[src/include/lane_macros.svh]
// Build-time constants for the multi-lane integer arithmetic unit.
// Include this header wherever lane count, lane width, pipeline depth or
// tag width is needed. The package builds its types from these values.

`ifndef LANE_MACROS_SVH
`define LANE_MACROS_SVH

// Number of parallel lanes in one request
`define LANE_NUM_LANES 4

// Bits per lane operand and per lane result
`define LANE_WIDTH 16

// Register stages between request and response, 1 to 3 are supported
`define LANE_NUM_PIPE_REGS 2

// Bits of the request tag that is returned with the response
`define LANE_TAG_WIDTH 4

`endif
[src/logic/lane_pkg.sv]
// Shared types of the multi-lane integer arithmetic unit.
// Modules refer to these types by scoped name, e.g. lane_pkg::lane_req_t.
// Sizes come from the lane macros header.

`default_nettype none

`include "lane_macros.svh"

package lane_pkg;

  // Arithmetic operation applied to every active lane
  typedef enum logic [1:0] {
    OP_ADD = 2'd0,
    OP_SUB = 2'd1,
    OP_MIN = 2'd2,
    OP_MAX = 2'd3
  } lane_op_e;

  // Control word that travels down the shared chain next to the lane data
  typedef struct packed {
    logic [`LANE_TAG_WIDTH-1:0] tag;
    lane_op_e                   op;
    logic                       is_vector;
    logic [`LANE_NUM_LANES-1:0] lane_mask;
  } lane_ctrl_t;

  // One request with its control word and one operand pair per lane
  typedef struct packed {
    lane_ctrl_t                                  ctrl;
    logic [`LANE_NUM_LANES-1:0][`LANE_WIDTH-1:0] a;
    logic [`LANE_NUM_LANES-1:0][`LANE_WIDTH-1:0] b;
  } lane_req_t;

  // Response with the effective mask, lane results and a merged overflow
  typedef struct packed {
    logic [`LANE_TAG_WIDTH-1:0]                  tag;
    lane_op_e                                    op;
    logic                                        is_vector;
    logic [`LANE_NUM_LANES-1:0]                  lane_mask;
    logic [`LANE_NUM_LANES-1:0][`LANE_WIDTH-1:0] result;
    logic                                        overflow;
  } lane_rsp_t;

endpackage

`default_nettype wire

[src/logic/lane_unit_top.sv]
// Top level of the pipelined multi-lane integer arithmetic unit.
// Requests enter with a valid/ready handshake and leave as responses
// LANE_NUM_PIPE_REGS cycles later when the consumer keeps up. A flush
// drops everything in flight, and busy shows whether any item is inside.

`timescale 1ns/1ps
`default_nettype none

`include "lane_macros.svh"

module lane_unit_top (
  input  logic                clk_i,
  input  logic                reset_i,
  // Request side
  input  lane_pkg::lane_req_t req_i,
  input  logic                req_valid_i,
  output logic                req_ready_o,
  input  logic                flush_i,
  // Response side
  output lane_pkg::lane_rsp_t rsp_o,
  output logic                rsp_valid_o,
  input  logic                rsp_ready_i,
  output logic                busy_o
);

  // Control word leaving the chain, aligned with the lane outputs
  lane_pkg::lane_ctrl_t                                 out_ctrl;
  logic [`LANE_NUM_LANES-1:0][`LANE_NUM_PIPE_REGS-1:0] lane_reg_enable;
  logic [`LANE_NUM_LANES-1:0][`LANE_WIDTH-1:0]         lane_result;
  logic [`LANE_NUM_LANES-1:0]                           lane_overflow;

  // Handshake, control and lane enables
  lane_aux_chain u_aux_chain (
    .clk_i             (clk_i),
    .reset_i           (reset_i),
    .ctrl_i            (req_i.ctrl),
    .valid_i           (req_valid_i),
    .ready_o           (req_ready_o),
    .flush_i           (flush_i),
    .ctrl_o            (out_ctrl),
    .valid_o           (rsp_valid_o),
    .ready_i           (rsp_ready_i),
    .lane_reg_enable_o (lane_reg_enable),
    .busy_o            (busy_o)
  );

  // One datapath slice per lane, each driven by its own enables
  for (genvar l = 0; l < `LANE_NUM_LANES; l++) begin : gen_lane
    lane_alu_slice u_alu_slice (
      .clk_i        (clk_i),
      .reset_i      (reset_i),
      .op_i         (req_i.ctrl.op),
      .a_i          (req_i.a[l]),
      .b_i          (req_i.b[l]),
      .reg_enable_i (lane_reg_enable[l]),
      .result_o     (lane_result[l]),
      .overflow_o   (lane_overflow[l])
    );
  end

  // Response assembly
  lane_result_merge u_result_merge (
    .ctrl_i     (out_ctrl),
    .result_i   (lane_result),
    .overflow_i (lane_overflow),
    .rsp_o      (rsp_o)
  );

endmodule

`default_nettype wire

[src/logic/lane_result_merge.sv]
// Output merge of the lane unit.
// Joins the control word from the end of the chain with the lane outputs
// into one response. Lanes that took no part in the item hold stale values,
// so their results are forced to zero and their overflow is ignored.

`timescale 1ns/1ps
`default_nettype none

`include "lane_macros.svh"

module lane_result_merge (
  input  lane_pkg::lane_ctrl_t                        ctrl_i,
  input  logic [`LANE_NUM_LANES-1:0][`LANE_WIDTH-1:0] result_i,
  input  logic [`LANE_NUM_LANES-1:0]                  overflow_i,
  output lane_pkg::lane_rsp_t                         rsp_o
);

  // Overflow bits of the lanes that were active for this item
  logic [`LANE_NUM_LANES-1:0] active_overflow;

  // Only add and subtract can report overflow
  logic is_arith;

  assign active_overflow = overflow_i & ctrl_i.lane_mask;

  assign is_arith = (ctrl_i.op == lane_pkg::OP_ADD) ||
                    (ctrl_i.op == lane_pkg::OP_SUB);

  always_comb begin
    // Control fields pass straight through, the mask is already the effective one
    rsp_o.tag       = ctrl_i.tag;
    rsp_o.op        = ctrl_i.op;
    rsp_o.is_vector = ctrl_i.is_vector;
    rsp_o.lane_mask = ctrl_i.lane_mask;

    // Inactive lanes read zero
    for (int l = 0; l < `LANE_NUM_LANES; l++) begin
      if (ctrl_i.lane_mask[l]) begin
        rsp_o.result[l] = result_i[l];
      end else begin
        rsp_o.result[l] = '0;
      end
    end

    rsp_o.overflow = is_arith & (|active_overflow);
  end

endmodule

`default_nettype wire

[src/logic/lane_alu_slice.sv]
// Datapath of a single lane.
// Computes add, subtract, min or max on one operand pair in the input stage
// and carries the result through the register stages. Each stage only loads
// when the control chain enables it for this lane, so an idle lane keeps
// its old values and does not toggle.

`timescale 1ns/1ps
`default_nettype none

`include "lane_macros.svh"

module lane_alu_slice (
  input  logic                           clk_i,
  input  logic                           reset_i,
  input  lane_pkg::lane_op_e             op_i,
  input  logic [`LANE_WIDTH-1:0]         a_i,
  input  logic [`LANE_WIDTH-1:0]         b_i,
  input  logic [`LANE_NUM_PIPE_REGS-1:0] reg_enable_i,
  output logic [`LANE_WIDTH-1:0]         result_o,
  output logic                           overflow_o
);

  // --------------------------------------------------
  // Arithmetic
  // --------------------------------------------------

  logic [`LANE_WIDTH-1:0] sum;
  logic [`LANE_WIDTH-1:0] diff;
  logic                   sum_ovf;
  logic                   diff_ovf;
  logic                   a_lt_b;
  logic [`LANE_WIDTH-1:0] result_d;
  logic                   overflow_d;

  // Both wrap to the lane width
  assign sum  = a_i + b_i;
  assign diff = a_i - b_i;

  // Addition overflows when equal signs give a result of the other sign
  assign sum_ovf = (a_i[`LANE_WIDTH-1] == b_i[`LANE_WIDTH-1]) &&
                   (sum[`LANE_WIDTH-1] != a_i[`LANE_WIDTH-1]);

  // Subtraction overflows when differing signs flip the sign of a
  assign diff_ovf = (a_i[`LANE_WIDTH-1] != b_i[`LANE_WIDTH-1]) &&
                    (diff[`LANE_WIDTH-1] != a_i[`LANE_WIDTH-1]);

  // Signed compare shared by min and max
  assign a_lt_b = $signed(a_i) < $signed(b_i);

  always_comb begin
    result_d   = sum;
    overflow_d = 1'b0;
    unique case (op_i)
      lane_pkg::OP_ADD: begin
        result_d   = sum;
        overflow_d = sum_ovf;
      end
      lane_pkg::OP_SUB: begin
        result_d   = diff;
        overflow_d = diff_ovf;
      end
      // Min and max pick one of the inputs, they cannot overflow
      lane_pkg::OP_MIN: result_d = a_lt_b ? a_i : b_i;
      lane_pkg::OP_MAX: result_d = a_lt_b ? b_i : a_i;
      default: begin
        result_d   = sum;
        overflow_d = 1'b0;
      end
    endcase
  end

  // --------------------------------------------------
  // Enable-gated stages
  // --------------------------------------------------

  // Index i holds the value after i register stages
  logic [0:`LANE_NUM_PIPE_REGS][`LANE_WIDTH-1:0] result;
  logic [0:`LANE_NUM_PIPE_REGS]                  overflow;

  assign result[0]   = result_d;
  assign overflow[0] = overflow_d;

  for (genvar i = 0; i < `LANE_NUM_PIPE_REGS; i++) begin : gen_stage
    always_ff @(posedge clk_i) begin
      if (reg_enable_i[i]) begin
        result[i+1] <= result[i];
      end
    end

    // Overflow flags start cleared
    always_ff @(posedge clk_i) begin
      if (reset_i) begin
        overflow[i+1] <= 1'b0;
      end else if (reg_enable_i[i]) begin
        overflow[i+1] <= overflow[i];
      end
    end
  end

  assign result_o   = result[`LANE_NUM_PIPE_REGS];
  assign overflow_o = overflow[`LANE_NUM_PIPE_REGS];

endmodule

`default_nettype wire

[src/logic/lane_aux_chain.sv]
// Shared control chain of the lane unit.
// Carries the control word and the valid bit through the register stages
// with a valid/ready handshake, and hands every lane one register enable
// per stage so the lane datapaths stay aligned with the chain. Lanes that
// are not active for an item get no enable, so their registers stay still.

`timescale 1ns/1ps
`default_nettype none

`include "lane_macros.svh"

module lane_aux_chain (
  input  logic                                                 clk_i,
  input  logic                                                 reset_i,
  // Upstream side
  input  lane_pkg::lane_ctrl_t                                 ctrl_i,
  input  logic                                                 valid_i,
  output logic                                                 ready_o,
  input  logic                                                 flush_i,
  // Downstream side
  output lane_pkg::lane_ctrl_t                                 ctrl_o,
  output logic                                                 valid_o,
  input  logic                                                 ready_i,
  // Register enables, one vector per lane with one bit per stage
  output logic [`LANE_NUM_LANES-1:0][`LANE_NUM_PIPE_REGS-1:0] lane_reg_enable_o,
  // High while any stage holds a valid item
  output logic                                                 busy_o
);

  // --------------------------------------------------
  // Stage 0 control word
  // --------------------------------------------------

  // Control word after mask qualification, before the first register
  lane_pkg::lane_ctrl_t ctrl_eff;

  // Scalar requests only ever use lane 0, whatever the mask says
  always_comb begin
    ctrl_eff = ctrl_i;
    if (!ctrl_i.is_vector) begin
      ctrl_eff.lane_mask = {{(`LANE_NUM_LANES-1){1'b0}}, ctrl_i.lane_mask[0]};
    end
  end

  // --------------------------------------------------
  // Pipeline stages
  // --------------------------------------------------

  // Index i holds the item after i register stages, index 0 is the input
  lane_pkg::lane_ctrl_t [0:`LANE_NUM_PIPE_REGS] ctrl;
  logic                 [0:`LANE_NUM_PIPE_REGS] valid;
  logic                 [0:`LANE_NUM_PIPE_REGS] ready;

  assign ctrl[0]  = ctrl_eff;
  assign valid[0] = valid_i;

  // The last stage is released by the consumer
  assign ready[`LANE_NUM_PIPE_REGS] = ready_i;

  for (genvar i = 0; i < `LANE_NUM_PIPE_REGS; i++) begin : gen_stage

    // Stage i moves its item forward on this edge
    logic stage_en;

    // A stage may advance when the next one drains or only holds a bubble,
    // which lets bubbles collapse under back-pressure
    assign ready[i] = ready[i+1] | ~valid[i+1];

    assign stage_en = ready[i] & valid[i];

    // Valid follows ready, flush drops every item in flight at the next edge
    always_ff @(posedge clk_i) begin
      if (reset_i) begin
        valid[i+1] <= 1'b0;
      end else if (flush_i) begin
        valid[i+1] <= 1'b0;
      end else if (ready[i]) begin
        valid[i+1] <= valid[i];
      end
    end

    // Control word only loads when a real item moves forward
    always_ff @(posedge clk_i) begin
      if (stage_en) begin
        ctrl[i+1] <= ctrl[i];
      end
    end

    // Each lane sees the stage enable only when it takes part in this item
    for (genvar l = 0; l < `LANE_NUM_LANES; l++) begin : gen_lane_en
      assign lane_reg_enable_o[l][i] = stage_en & ctrl[i].lane_mask[l];
    end
  end

  // --------------------------------------------------
  // Outputs
  // --------------------------------------------------

  assign ready_o = ready[0];
  assign ctrl_o  = ctrl[`LANE_NUM_PIPE_REGS];
  assign valid_o = valid[`LANE_NUM_PIPE_REGS];

  // The input stage counts too, so busy rises as soon as a request is presented
  assign busy_o = |valid;

endmodule

`default_nettype wire

[config.mk]
export PLATFORM = sky130hd
export DESIGN_NAME = lane_unit_top
export DESIGN_NICKNAME = d
export VERILOG_FILES = /design/src/logic/lane_pkg.sv /design/src/logic/lane_unit_top.sv /design/src/logic/lane_result_merge.sv /design/src/logic/lane_alu_slice.sv /design/src/logic/lane_aux_chain.sv
export VERILOG_INCLUDE_DIRS = /design/src /design/src/include
export SDC_FILE = /design/constraint.sdc
export NUM_CORES = 1
export LEC_CHECK = 0
export BUFFER_PORTS_ARGS = -buffer_cell sky130_fd_sc_hd__buf_2
export CORE_ASPECT_RATIO = 0.5
export CORE_MARGIN = 3
export CORE_UTILIZATION = 50
export CTS_CLUSTER_SIZE = 25
export DETAILED_ROUTE_END_ITERATION = 12
export PLACE_DENSITY = 0.72
export SLEW_MARGIN = 20
export SYNTH_ARGS = -nofsm -noshare
export SYNTH_HDL_FRONTEND = slang
export SYNTH_SLANG_ARGS = --single-unit
[constraint.sdc]
create_clock -name clk_i -period 3.85 [get_ports clk_i]
set_input_delay 0.1925 -clock clk_i [delete_from_list [all_inputs] [get_ports clk_i]]
set_output_delay 0.1925 -clock clk_i [all_outputs]
set_load 0.01 [all_outputs]
==> impl_results.md, run 1 <==
* Outcome: completed
* Slew HR at 0.237
* Syn nets at 1,754
* RSZ-0062 raised after global routing: no
* Max Freq at 0.351 GHz
* Arrival time worst endpoint at 3.04 ns
* Nets at 1,931
* CTS tree: done
* Drt first pass iters at 5
* Tmin final at 2.85 ns
* Utilization after layout at 0.586
* Asr flop ratio synth at 0
* Core Box Area at 26,600 um2
* Fillers at 2,356
* CP max FO at 5
* Gr ovfl total at 0
* Pwr Total at 5.41 mW
* #FFs+latches synth at 160
* CP Class: in -> reg
* P_leak at 6.70 nW
* Final slew viol count at 0
* Area post-placement at 14,900 um2
* Final Cell Area at 15,600 um2
* Tcrit/Tclk final at 0.739
* Die Width at 239 um
* Vias after detailed routing at 11.9k
* Final hold vios at 0
* DRC violations left at 0
* Worst-margin pin slew at 1.15 ns
* Setup slack at placement at 0.610 ns
* HPWL after DPL at 28,500 um
* Min-delay src: req_i[129]
* Synth cell types at 81
* Routed WL at 37,400 um
* Area Growth Syn to Fin at 14.4%
* Post-CTS setup buffer count at 0
* Post-synth top area share at 0.331
* Post-synth EDFFs at 150
* Most common cell after layout, fill and taps aside: buf_2
* H-tree Lvls at 4
* Sinks on the clock net at 160
* Worst Setup End Kind: flop
* Cell accounting for the most synthesized area: edfxtp_1
* Setup TNS at 0 ns
* Worst hold path class: in -> reg
* Critical Path Max Stage Delay at 0.41 ns
* Crit path cell chain: buf_2 -> inv_1 -> ha_1 -> fa_1 -> nor2b_1 -> o31a_1 -> o2111ai_2 -> a211oi_2 -> o31ai_4 -> xnor2_2 -> buf_4 -> mux2_1 -> mux2_2
* Root Buffer: clkbuf_16
* Final worst-path setup slack at 1.00 ns
* Critical Path Slowest Stage Cell: fa_1
* Top FF cell, synth: edfxtp_1
* Pin count of the biggest net entering global routing at 63
* Post-synthesis sequential area ratio at 0.346
* Top delay family on crit path: compound AO/OA/AOI/OAI gates
* Ratio of cells with drive above 1 in the final layout at 0.183
* DR WL met3 at 1830 um
* Max IR drop VDD at 0.362 mV
* Die area at 29,400 um2
* WL met2 at 18,100 um
* Final Non-Filler Cells at 2,021
* Via/cell ratio at 5.90
* First-pass GRT wire length at 58,300 um
* Post-CTS sizing at 0
* Final GP Congestion at 0.927
* Boundary pin count at 223
* Buf+Inv Stages, Crit Path at 3
* GRT Total Usage at 0.250
* Num rows at 42
* Antenna Nets Post-Route at 0
* Beginning of the worst register-to-register path: u_aux_chain.valid_o
* Num CTS Buffers at 17
* Port bufs at 222
* Average wire per standard cell at 18.5 um
* Synthesis Warnings at 0
* Clock Skews at 0.0121 ns
* Power per cell area at 347 nW/um2
* Via count of the first global-routing pass at 11.4k
* Hold_buf cts at 7
* Most used cells in the layout excluding fill and tap cells: buf_2, edfxtp_1, ha_1, inv_1, nor2_1
* Insertion delay to the later sink of the worst-skew pair at 0.45 ns
* Worst Path Required at 4.05 ns
* DP Cell Count at 1,981
* Post-synthesis cell count at 1,478
* Initial DRC count at 1,029
* Uppermost routed layer: met4
* Mean post-synth cell area at 9.21 um2
* Mapped cell area at 13,600 um2
* Setup-failing EPs final at 0
* Start point of the critical path: req_i[112]
* Clk buf depth at 2
* Maxcap violations at 0
* Register clock-pin slew on the reported worst setup and hold paths at 0.08 ns
* Die Height at 123 um
* Min Hold Slack at 0.0680 ns
* Met1 wire length at 16,700 um
* Initial antenna violation count at 1
* Top cells by area, synth: edfxtp_1, ha_1, mux2i_1, and2_1, inv_1
* Critical Path Start Type: input pin
* Starting density of the core at 0.512
## flip-flops by register name (all words and copies together) (netlist names)
register,cells
gen_lane.u_alu_slice.overflow,4
gen_lane.u_alu_slice.overflow_o,4
gen_lane.u_alu_slice.result,64
gen_lane.u_alu_slice.result_o,64
u_aux_chain.ctrl,11
u_aux_chain.ctrl_o,11
u_aux_chain.valid,1
u_aux_chain.valid_o,1
## final cells by class
cell class / count / area (um2) / share of cell area
Multi-Input combinational cell: 1112 / 8070 / 0.518
Clock inverter: 15 / 189 / 0.0121
Timing Repair Buffer: 243 / 1290 / 0.0829
Inverter: 121 / 454 / 0.0292
Sequential cell: 160 / 4700 / 0.302
Antenna cell: 1 / 2.50 / 0.000161
Tap cell: 352 / 440 / 0.0283
Clock buffer: 17 / 425 / 0.0273
## Yosys cell counts, types with 7 or more instances
library cell,instances
edfxtp_1,150
ha_1,124
inv_1,120
nor2_1,112
a21oi_1,87
mux2i_1,77
o21ai_0,75
and2_1,73
clkbuf_1,60
nand2_1,58
xnor2_1,42
nor3_1,41
nand3_1,35
a31oi_1,31
nor2b_1,29
nand2b_1,26
o31ai_1,23
o21a_1,18
xor2_1,17
o211ai_1,16
or3_1,15
a21o_1,13
o21bai_1,13
and3_1,12
buf_4,12
a211oi_1,11
dfxtp_1,10
or2_2,10
o22ai_1,9
fa_1,8
mux2_2,8
o2111ai_1,8
a2111oi_0,7
nand3b_1,7
nor4_1,7
## cell families (layout without fill, tap and decap cells)
family / Yosys count / in the layout / share of synthesized area
flops: 160 / 160 / 0.346
xor+xnor: 62 / 62 / 0.0421
fa+ha+maj: 132 / 132 / 0.126
other cells: 0 / 1 / 0
compound gates: 387 / 387 / 0.192
buf+inv: 206 / 396 / 0.0621
simple gates: 445 / 445 / 0.169
mux: 86 / 86 / 0.0641
## per-layer routing
layer / vias to the layer above / global-route usage
met5: - / 0
met4: 0 / 0.0826
met3: 75 / 0.0447
met2: 393 / 0.426
met1: 5737 / 0.324
li1: 5722 / -
## worst reg2reg max path, stage by stage, from the launching register on
cell and delay, ns:
dfxtp_1 0.32, nor2b_1 0.16, nor2b_1 0.50, and2_1 0.98, mux2i_1 0.28, nor2_1 0.05
## final timing paths
kind | to | cells after the start | slack, ns
setup / recovery | gen_lane[3].u_alu_slice.result[29] | 13 | 1.00
hold / removal | u_aux_chain.ctrl[12] | 2 | 0.07
setup reg to reg | gen_lane[0].u_alu_slice.overflow_o | 5 | 1.46
hold reg to reg | gen_lane[0].u_alu_slice.result_o[9] | 0 | 0.42
## report_power, final
group	internal (mW)	switching (mW)	total (mW)
logic	0.666	0.934	1.60
registers	2.02	0.0305	2.05
clock network	0.938	0.818	1.76
total	3.62	1.78	5.41
Note: power is estimated with default switching activity, not from simulation.
==> inputs of run 2 (changes only) <==
--- a/config.mk
+++ b/config.mk
@@ -6,13 +6,14 @@
 export SDC_FILE = /design/constraint.sdc
 export NUM_CORES = 1
 export LEC_CHECK = 0
+export ABC_AREA = 1
 export BUFFER_PORTS_ARGS = -buffer_cell sky130_fd_sc_hd__buf_2
 export CORE_ASPECT_RATIO = 0.5
 export CORE_MARGIN = 3
 export CORE_UTILIZATION = 50
 export CTS_CLUSTER_SIZE = 25
 export DETAILED_ROUTE_END_ITERATION = 12
-export PLACE_DENSITY = 0.72
+export PLACE_DENSITY = 0.74
 export SLEW_MARGIN = 20
 export SYNTH_ARGS = -nofsm -noshare
 export SYNTH_HDL_FRONTEND = slang
==> constraint.sdc (replaced) <==
create_clock -name clk_i -period 2.49 [get_ports clk_i]
set_input_delay 0.1245 -clock clk_i [delete_from_list [all_inputs] [get_ports clk_i]]
set_output_delay 0.1245 -clock clk_i [all_outputs]
set_load 0.01 [all_outputs]
==> run 2 against run 1 <==
Compared with the run above: via count rose by 41%; combinational power is 110% higher; largest power group is now combinational cells; worst setup slack worse by 0.58 ns.
==> impl_results.md, run 2 <==
* Antenna Nets Post-Route at 0
* Maxcap violations at 0
* DRC violations left at 0
* Syn nets at 2,674
* Comb power frac at 0.368
* Top FF cell, synth: edfxtp_1
* Final hold vios at 0
* Tcrit/Tclk final at 0.829
* Final Cell Area at 18,900 um2
* Most common cell after layout, fill and taps aside: nand2_1
* Post-CTS setup buffer count at 0
* Routed WL at 52,400 um
* Switching pwr at 3.39 mW
* Worst hold stages at 4
* Max IR drop VDD at 0.295 mV
* Post-CTS sizing at 0
* CP max FO at 3
* CTS tree: done
* Slew HR at 0.422
* Max Freq at 0.484 GHz
* Die Height at 133 um
* Post-synth top area share at 0.279
* Die area at 34,600 um2
* Utilization after layout at 0.611
* FF-to-FF setup slack at 0.58 ns
* Port bufs at 222
* Pin count of the biggest net entering global routing at 51
* Area post-placement at 18,200 um2
* HPWL after DPL at 40,900 um
* Root Buffer: clkbuf_16
* Post-synthesis sequential area ratio at 0.291
* #FFs+latches synth at 160
* Clock Power Share at 0.297
* Initial DRC count at 1,830
* Post-synth EDFFs at 150
* Insertion delay to the later sink of the worst-skew pair at 0.46 ns
* Synth cell types at 42
* GRT Total Usage at 0.298
* Worst hold path class: in -> reg
* Top cells by instance count after synthesis: nand2_1, inv_1, nand3_1
* Switching Fraction at 0.364
* Setup-failing EPs final at 0
* Post-synthesis cell count at 2,398
* Asr flop ratio synth at 0
* Min-delay src: rsp_ready_i
* Arrival time worst endpoint at 2.25 ns
* First-pass GRT wire length at 81,400 um
* R2R depth at 5
* Drt first pass iters at 6
* Clock Skews at 0.0124 ns
* Worst Path Required at 2.67 ns
* H-tree Lvls at 4
* Ratio of cells with drive above 1 in the final layout at 0.169
* Register clock-pin slew on the reported worst setup and hold paths at 0.06 ns
* Tmin final at 2.06 ns
* Sinks on the clock net at 160
* Via/cell ratio at 5.41
* Count leader, synth: nand2_1
* Via count of the first global-routing pass at 15.3k
* Setup slack at placement at 0.0236 ns
* Final worst-path setup slack at 0.425 ns
* Num CTS Buffers at 17
* Boundary pin count at 223
* GR Layer Usage met2 at 0.454
* P_int at 5.94 mW
* Min Hold Slack at 0.0122 ns
* Power per cell area at 493 nW/um2
* Reg2reg end: gen_lane[1].u_alu_slice.result_o[12]
* Mean post-synth cell area at 6.73 um2
* Start point of the critical path: req_i[112]
* Die Width at 260 um
* Clk buf depth at 2
* Beginning of the worst register-to-register path: u_aux_chain.valid_o
* Vias after detailed routing at 16.8k
* Starting density of the core at 0.520
* Gr ovfl total at 0
* Final slew viol count at 0
* Top cells by area, synth: edfxtp_1, nand2_1, ha_1, inv_1, nand3_1
* Hold_buf cts at 10
* Met3 Use GR at 0.0625
* Initial antenna violation count at 7
* Seq pwr share at 0.336
* Core Box Area at 31,000 um2
* Most Used Layer, Global Route: met2
* Hold EP: u_aux_chain.valid[1]
* Nets at 2,944
* Average wire per standard cell at 16.9 um
* Area Growth Syn to Fin at 17.4%
* Cell accounting for the most synthesized area: edfxtp_1
* CP Class: in -> reg
* Worst-margin pin slew at 0.867 ns
* Num rows at 45
* Final GP Congestion at 1.03
* Mapped cell area at 16,100 um2
* Critical Path Start Type: input pin
* Synthesis Warnings at 0
* RSZ-0062 raised after global routing: no
* Worst Setup End Kind: flop
* Outcome: completed
* Setup TNS at 0 ns
* P_leak at 10.1 nW
* Most used cells in the layout excluding fill and tap cells: nand2_1, inv_1, nand3_1, buf_2, edfxtp_1
* Met1 GRT Util at 0.424
run 2: layout make-up:
type,instances,area [um2]
diodes,6,15.0
clock buffers,22,484
clock inverters,10,125
fillers,2939,12100
inverters,414,1560
multi-input cells,1724,9280
flip-flops and latches,160,4700
well taps,423,529
repair buffers,351,2240
run 2: how the worst max path moves through the flow:
stage / endpoint / slack, ns
2_1_floorplan: gen_lane[2].u_alu_slice.result[17] / 0.36
3_3_place_gp: gen_lane[3].u_alu_slice.result[30] / 0.05
3_5_place_dp: gen_lane[2].u_alu_slice.result[30] / 0.02
4_1_cts: gen_lane[2].u_alu_slice.result[19] / 0.51
5_1_grt: gen_lane[2].u_alu_slice.result[30] / 0.25
6_report: gen_lane[3].u_alu_slice.result[30] / 0.43
run 2: logic make-up after synthesis:
group	share of synthesized area
AOI/OAI and AO/OA	0.0798
xor gates and xnor gates	0.0152
adders and majority gates	0.106
buffers and inverters	0.135
DFF	0.291
and+or+nand+nor	0.373
run 2: worst max-delay path, stage by stage:
cell	delay [ns]
buf_2	0.10
inv_1	0.05
ha_1	0.23
fa_1	0.41
inv_1	0.07
nand2_1	0.07
nand2_1	0.09
nand2_1	0.09
o21ai_0	0.45
nand3_1	0.21
nand2_1	0.10
nand2_1	0.05
nand3_1	0.09
nand4_1	0.13
run 2: per-layer routing:
metal  share of wire  vias to the layer above
met3            0.10                       99
met4           0.023                        2
met1            0.44                     7603
met5         0.00025                        -
li1                -                     8270
met2            0.44                      840
run 2: power by group through the flow:
stage          Combinational (mW)  Sequential, mW  Clock [mW]
6_report                     3.43            3.13        2.77
5_1_grt                      3.78            3.14        2.90
4_1_cts                      3.35            3.13        2.80
3_5_place_dp                 3.32            3.19           0
3_3_place_gp                 3.27            3.18           0
2_1_floorplan                2.22            3.16           0
run 2: through the flow:
| step | power, mW | cells |
|---|---|---|
| after floorplan | 5.38 | 2398 |
| after global placement | 6.46 | 3062 |
| after detailed placement | 6.51 | 3062 |
| after CTS | 9.28 | 3104 |
| after global routing | 9.82 | 3110 |
| final | 9.33 | 3110 |
